===== src/design/ntt_pkg.sv =====
// ==========================================================
// Shared constants, mode and op encodings for the NTT core
// Field is Q = 8380417, polynomials hold 16 coefficients
// All coefficients are assumed already reduced below Q
// Twiddle helpers are constant functions meant for use at
// elaboration, not as run time hardware
// ==========================================================

package ntt_pkg;

    // Field and polynomial geometry
    localparam int coef_w = 23;
    localparam int ntt_n  = 16;
    localparam int addr_w = 4;
    localparam int log_n  = 4;

    localparam logic [coef_w-1:0] mldsa_q = 23'd8380417;
    // 16^-1 mod Q
    localparam logic [coef_w-1:0] n_inv   = 23'd7856641;

    typedef enum logic [2:0] {
        mode_ct, mode_gs, mode_pwm, mode_pwa, mode_pws
    } mode_t;

    typedef enum logic [2:0] {
        op_ct, op_gs, op_scale, op_mul, op_add, op_sub
    } op_t;

    // Primitive 32nd root, taken as 1753^16 with 1753 the 512th root
    function automatic logic [coef_w-1:0] root32();
        logic [63:0] acc;
        acc = 64'd1;
        for (int i = 0; i < 16; i++) begin
            acc = (acc * 64'd1753) % 64'(mldsa_q);
        end
        return coef_w'(acc);
    endfunction

    // k-th power of the 32nd root, reduced mod Q
    function automatic logic [coef_w-1:0] zeta_pow(input int unsigned k);
        logic [63:0] acc;
        logic [63:0] w;
        acc = 64'd1;
        w   = 64'(root32());
        for (int unsigned i = 0; i < k; i++) begin
            acc = (acc * w) % 64'(mldsa_q);
        end
        return coef_w'(acc);
    endfunction

    // Bit reversal of a 4-bit index for twiddle ordering
    function automatic logic [3:0] bitrev4(input logic [3:0] x);
        return {x[0], x[1], x[2], x[3]};
    endfunction

endpackage


===== src/design/ntt_ctrl.sv =====
// ==========================================================
// Sequencer for NTT stages, scaling pass and pointwise sweep
// Each step is read, compute, write, and steps never overlap
// ct takes 96 busy cycles, gs 120 including the N^-1 pass
// Pointwise works one coefficient per step, v coming from
// memory B, so a pointwise run takes 48 busy cycles
// mode is sampled only in the accepting cycle
// ==========================================================

module ntt_ctrl (
    input  logic                        clk,
    input  logic                        arst_n,
    input  logic                        zeroize,
    input  ntt_pkg::mode_t              mode,
    input  logic                        ntt_enable,
    output logic                        ntt_busy,
    output logic                        ntt_done,
    output logic                        rd_en_a,
    output logic [ntt_pkg::addr_w-1:0]  addr_u,
    output logic [ntt_pkg::addr_w-1:0]  addr_v,
    output logic                        wr_en_a,
    output logic                        rd_en_b,
    output ntt_pkg::op_t                op,
    output logic [ntt_pkg::coef_w-1:0]  tw
);
    import ntt_pkg::*;

    logic              busy_q;
    logic [1:0]        phase_q;
    logic [addr_w-1:0] step_q;
    logic [1:0]        stage_q;
    logic              scale_q;
    mode_t             mode_q;

    logic              pw_mode;
    logic [1:0]        len_log;
    logic [addr_w-1:0] len;
    logic [addr_w-1:0] grp;
    logic [addr_w-1:0] offs;
    logic [addr_w-1:0] addr_bf;
    logic [addr_w-1:0] k_fwd;
    logic [addr_w:0]   k_inv;
    logic              last_step;
    logic              last_op;

    logic [coef_w-1:0] tw_fwd [ntt_n];
    logic [coef_w-1:0] tw_inv [ntt_n];

    // Twiddle ROMs, constant per entry; GS uses the negated zetas
    for (genvar k = 0; k < ntt_n; k++) begin : g_tw
        assign tw_fwd[k] = zeta_pow(bitrev4(4'(k)));
        assign tw_inv[k] = mldsa_q - zeta_pow(bitrev4(4'(k)));
    end

    // ======================================================
    // Address and twiddle generation
    // ======================================================

    assign pw_mode = mode_q inside {mode_pwm, mode_pwa, mode_pws};

    // Half-span is 8,4,2,1 going forward and 1,2,4,8 going back
    assign len_log = (mode_q == mode_ct) ? 2'd3 - stage_q : stage_q;
    assign len     = addr_w'(1) << len_log;
    assign grp     = step_q >> len_log;
    assign offs    = step_q & (len - 1'b1);
    // Insert a zero at bit len_log of the step to get the lower index
    assign addr_bf = ((grp << len_log) << 1) | offs;

    // CT walks k = 1..15, GS walks k = 15..1
    assign k_fwd = (addr_w'(1) << stage_q) + grp;
    assign k_inv = ((addr_w+1)'(ntt_n) >> stage_q) - 5'd1 - {1'b0, grp};

    always_comb begin
        if (pw_mode) begin
            addr_u = step_q;
            addr_v = step_q;
        end else if (scale_q) begin
            addr_u = {step_q[2:0], 1'b0};
            addr_v = {step_q[2:0], 1'b1};
        end else begin
            addr_u = addr_bf;
            addr_v = addr_bf | len;
        end
    end

    always_comb begin
        case (mode_q)
            mode_ct:  op = op_ct;
            mode_gs:  op = scale_q ? op_scale : op_gs;
            mode_pwm: op = op_mul;
            mode_pwa: op = op_add;
            default:  op = op_sub;
        endcase
    end

    always_comb begin
        if (pw_mode) tw = '0;
        else if (scale_q) tw = n_inv;
        else if (mode_q == mode_ct) tw = tw_fwd[k_fwd];
        else tw = tw_inv[k_inv[addr_w-1:0]];
    end

    // ======================================================
    // Step, stage and phase sequencing
    // ======================================================

    assign last_step = pw_mode ? (step_q == 4'd15) : (step_q == 4'd7);
    assign last_op   = last_step &&
                       (pw_mode || scale_q || (stage_q == 2'd3 && mode_q == mode_ct));

    // Phase 0 issues reads, phase 2 writes the registered result
    assign ntt_busy = busy_q;
    assign ntt_done = busy_q && (phase_q == 2'd2) && last_op;
    assign rd_en_a  = busy_q && (phase_q == 2'd0);
    assign rd_en_b  = rd_en_a && pw_mode;
    assign wr_en_a  = busy_q && (phase_q == 2'd2);

    always_ff @(posedge clk or negedge arst_n) begin
        if (!arst_n) begin
            busy_q  <= 1'b0;
            phase_q <= 2'd0;
            step_q  <= '0;
            stage_q <= 2'd0;
            scale_q <= 1'b0;
            mode_q  <= mode_ct;
        end else if (zeroize) begin
            // Abort back to idle
            busy_q  <= 1'b0;
            phase_q <= 2'd0;
            step_q  <= '0;
            stage_q <= 2'd0;
            scale_q <= 1'b0;
        end else if (!busy_q) begin
            if (ntt_enable) begin
                busy_q  <= 1'b1;
                mode_q  <= mode;
                phase_q <= 2'd0;
                step_q  <= '0;
                stage_q <= 2'd0;
                scale_q <= 1'b0;
            end
        end else if (phase_q != 2'd2) begin
            phase_q <= phase_q + 2'd1;
        end else begin
            phase_q <= 2'd0;
            if (last_op) begin
                busy_q  <= 1'b0;
                step_q  <= '0;
                stage_q <= 2'd0;
                scale_q <= 1'b0;
            end else if (last_step) begin
                step_q <= '0;
                // Only gs gets past stage 3 here, into the N^-1 pass
                if (stage_q == 2'd3) scale_q <= 1'b1;
                else stage_q <= stage_q + 2'd1;
            end else begin
                step_q <= step_q + 4'd1;
            end
        end
    end

endmodule


===== config.mk =====
export PLATFORM = sky130hd
export DESIGN_NAME = ntt_ctrl
export DESIGN_NICKNAME = d
export VERILOG_FILES = /design/src/design/ntt_pkg.sv /design/src/design/ntt_ctrl.sv
export SDC_FILE = /design/constraint.sdc
export NUM_CORES = 1
export LEC_CHECK = 0
export BUFFER_PORTS_ARGS = -buffer_cell sky130_fd_sc_hd__buf_4
export CORE_MARGIN = 2
export CORE_UTILIZATION = 53
export DETAILED_ROUTE_END_ITERATION = 12
export HOLD_SLACK_MARGIN = 0.08
export PLACE_DENSITY_LB_ADDON = 0.1
export SLEW_MARGIN = 5
export SYNTH_ARGS = -nofsm -noshare
export SYNTH_HDL_FRONTEND = slang
export SYNTH_SLANG_ARGS = --single-unit

===== constraint.sdc =====
create_clock -name clk -period 4.8 [get_ports clk]
set_input_delay 1.2 -clock clk [delete_from_list [all_inputs] [get_ports clk]]
set_output_delay 1.2 -clock clk [all_outputs]
set_load 0.05 [all_outputs]

==> impl_metrics.ini <==
[floorplanning]
die_y_um = 76.1
row_count = 26
die_w_um = 76.1
die_area_um2 = 5800
io_pins = 46
start_util_pct = 54.3
core_um2 = 5070

[logic_synthesis]
syn_inst = 386
synthArstFlopShare_pct = 100
synth_fp_nets = 412
muxShareOfSynthArea_pct = 5.17
synthSimpleGateAreaFrac_pct = 27.1
yosysTopAreaCell = dfrtp_1
synth_area_um2 = 2760
synth_xor_area_share_pct = 5.49
synth-compound-area-share_pct = 33.0
synth-adder-area-share_pct = 8.89
synth_commonest_cells = nand2_1 (35), nor2_1 (33), a21oi_1 (30), ha_1 (18), inv_1 (18)
yosysSeqAreaShare_pct = 11.8
synth_edf_count = 0
ys_ff_latch = 13
yosys.cell_types.count = 63
synth.most_common_cell = nand2_1
synth_area_leaders = dfrtp_1 (12%), ha_1 (8.2%), a21oi_1 (5.4%), nand2_1 (4.8%), nor2_1 (4.5%)
synth_top_area_share_pct = 11.8
yosysWarnings = 0
synth_area_per_cell_um2 = 7.14
synth_top_family_by_area = compound AO/OA/AOI/OAI gates
yosys_most_used_dff = dfrtp_1

[cts]
cts_tree = yes
clk_pin_slew_ns = 0.06
ctsRootBufferMaster = clkbuf_8
cts_buffers = 3
cts_max_level = 1
clk_latency_ns = 0.25
clk_path_buf_depth = 2
cts.sinks = 13

[setup_path]
startpoint = mode_q[1]$_DFFE_PN0P_
end_kind = primary output
r2r-start = mode_q[2]$_DFFE_PN0P_
critPathLaunchType = register
r2r_cells = 8
crit_required_ns = 3.60
critPathMaxFanout = 11
critPathKind = register to primary output
cp.arrival_ns = 3.80

[sta]
skew_ns = 0.00780
finalCritPeriodShare_pct = 104
setup_violations = 23
postLayoutSetupSlackWorst_ns = -0.205
rsz0062_at_grt = true
worst_slew_pin_slew_ns = 0.958
final.setup.tns_ns = -2.43
hold_viol = 0
max_freq_mhz = 200
max-slew-margin-rel_pct = 35.9
post-route-min-period_ns = 5.00
drv_slew = 0

[global_routing]
grt_overflow = 0
grt_pass1_vias = 2920
grt_pass1_wl_mm = 15.2
groute.usage.overall_pct = 31.7
antenna_found_initial = 0
grt_max_degree = 22

[route]
first_iter_violations = 768
vias = 3918
drtAntennaViolNets = 0
via_per_inst = 7.15
post_drt_wl_per_cell_um = 23.9
first_pass_iters = 7
drt_drc_violations_left = 0
routed_wl_mm = 13.1

[power_and_ir_drop]
p_leak_nw = 1.82
ir_drop_mv = 0.267
power_density_nw_per_um2 = 200

[final_layout]
antenna_cells = 0
final_core_util_pct = 90.1
fillers = 227
fin_nets = 505
drive_above_1_share_pct = 49.4
syn_to_final_growth_pct = 65.9

[place]
portBuffers = 45
gp_congestion = 0.939
dp_hpwl_mm = 6.81

[job]
drv_cap = 0

[min_path]
hold_path.class = register to register
holdCritStartpoint = phase_q[1]$_DFFE_PN0P_
min_path_cells = 2

[outcome]
violations = negative setup slack
outcome = complete, but fails checks
[layout by cell type (no fill, tap or decap), drive strengths merged, types with 7 or more instances in the layout]
cell | netlist | routed
a31oi | 11 | 11
o21ai | 24 | 24
clkbuf | 16 | 7
inv | 20 | 20
dfrtp | 13 | 13
ha | 18 | 18
nand2 | 35 | 35
nor2 | 34 | 34
o311ai | 7 | 7
buf | 15 | 115
o211ai | 9 | 9
nor2b | 9 | 9
nor3 | 11 | 11
o31ai | 8 | 8
a21oi | 30 | 30
xnor2 | 7 | 7
nand3 | 16 | 16
[layout make-up]
class	count	area, um^2	area share (%)
flip-flops and latches	13	327	7.14
repair buffers	118	1090	23.8
multi-input cells	322	2940	64.2
well taps	70	87.6	1.91
inverters	21	90.1	1.97
clock buffers	4	45.0	0.985
[state kept, by name (all words and copies together) (netlist names)]
signal    flops
mode_q        3
ntt_busy      1
phase_q       2
scale_q       1
stage_q       2
step_q        4
[path summary, 6_finish.rpt]
path | endpoint | slack, ns
max | tw[9] | -0.20
min | phase_q[1]$_DFFE_PN0P_ | 0.57
max reg2reg | stage_q[1]$_DFFE_PN0P_ | 2.24
min reg2reg | phase_q[1]$_DFFE_PN0P_ | 0.57
max in group asynchronous | stage_q[1]$_DFFE_PN0P_ | 3.82
min in group asynchronous | scale_q$_DFFE_PN0P_ | 0.79
[layer usage]
metal	vias to the layer above	global-route usage, %	wire length (um)
li1	1621	-	-
met1	1741	49.1	4680
met2	405	48.2	5690
met3	151	3.55	1710
met4	0	4.73	1040
met5	-	0	0
[worst max-delay path: stages, from the launching register on]
cell and delay [ns]:
dfrtp_1 0.39, buf_6 0.15, nor3_4 0.28, buf_4 0.17, mux4_2 0.33, mux2i_4 0.18
inv_2 0.08, ha_4 0.17, inv_2 0.06, fa_2 0.51, buf_4 0.18, nor2b_4 0.14
buf_4 0.17, nand2_1 0.08, o211ai_1 0.12, o211ai_1 0.18, nand4_1 0.16, buf_4 0.21
[power by group]
group | switching [mW] | internal, mW
Clock | 0.0453 | 0.0589
Combinational | 0.451 | 0.240
Sequential | 0.00541 | 0.116
Total | 0.502 | 0.414
[repair_timing]
action / 4_1_cts / 5_1_grt
cloned: 0 / 6
buffers inserted: 9 / 28
pin swaps: 3 / 42
gates resized for setup: 18 / 141
hold buffers: 0 / 0
setup endpoints to repair: 22 / 23
[through the flow]
| step | hold WS (ns) | setup WS [ns] | total power, mW | cells | cell area [um^2] |
|---|---|---|---|---|---|
| final | 0.574 | -0.205 | 0.916 | 548 | 4570 |
| after global routing | 0.574 | -0.271 | 0.937 | 548 | 4570 |
| after CTS | 0.541 | -0.00514 | 0.811 | 515 | 3630 |
| after detailed placement | 0.528 | 0.0275 | 0.695 | 502 | 3450 |
| after global placement | 0.520 | 0.0614 | 0.693 | 502 | 3450 |
| after floorplan | 0.527 | -0.0915 | 0.540 | 386 | 2970 |
[kinds of logic (layout without fill, tap and decap cells)]
logic type | Yosys count | count (layout)
DFF | 13 | 13
adders and majority gates | 19 | 19
buffers and inverters | 52 | 143
muxes | 9 | 9
xor gates and xnor gates | 12 | 13
and+or+nand+nor | 147 | 147
AOI/OAI and AO/OA | 134 | 134
(Power assumes the default switching activity.)
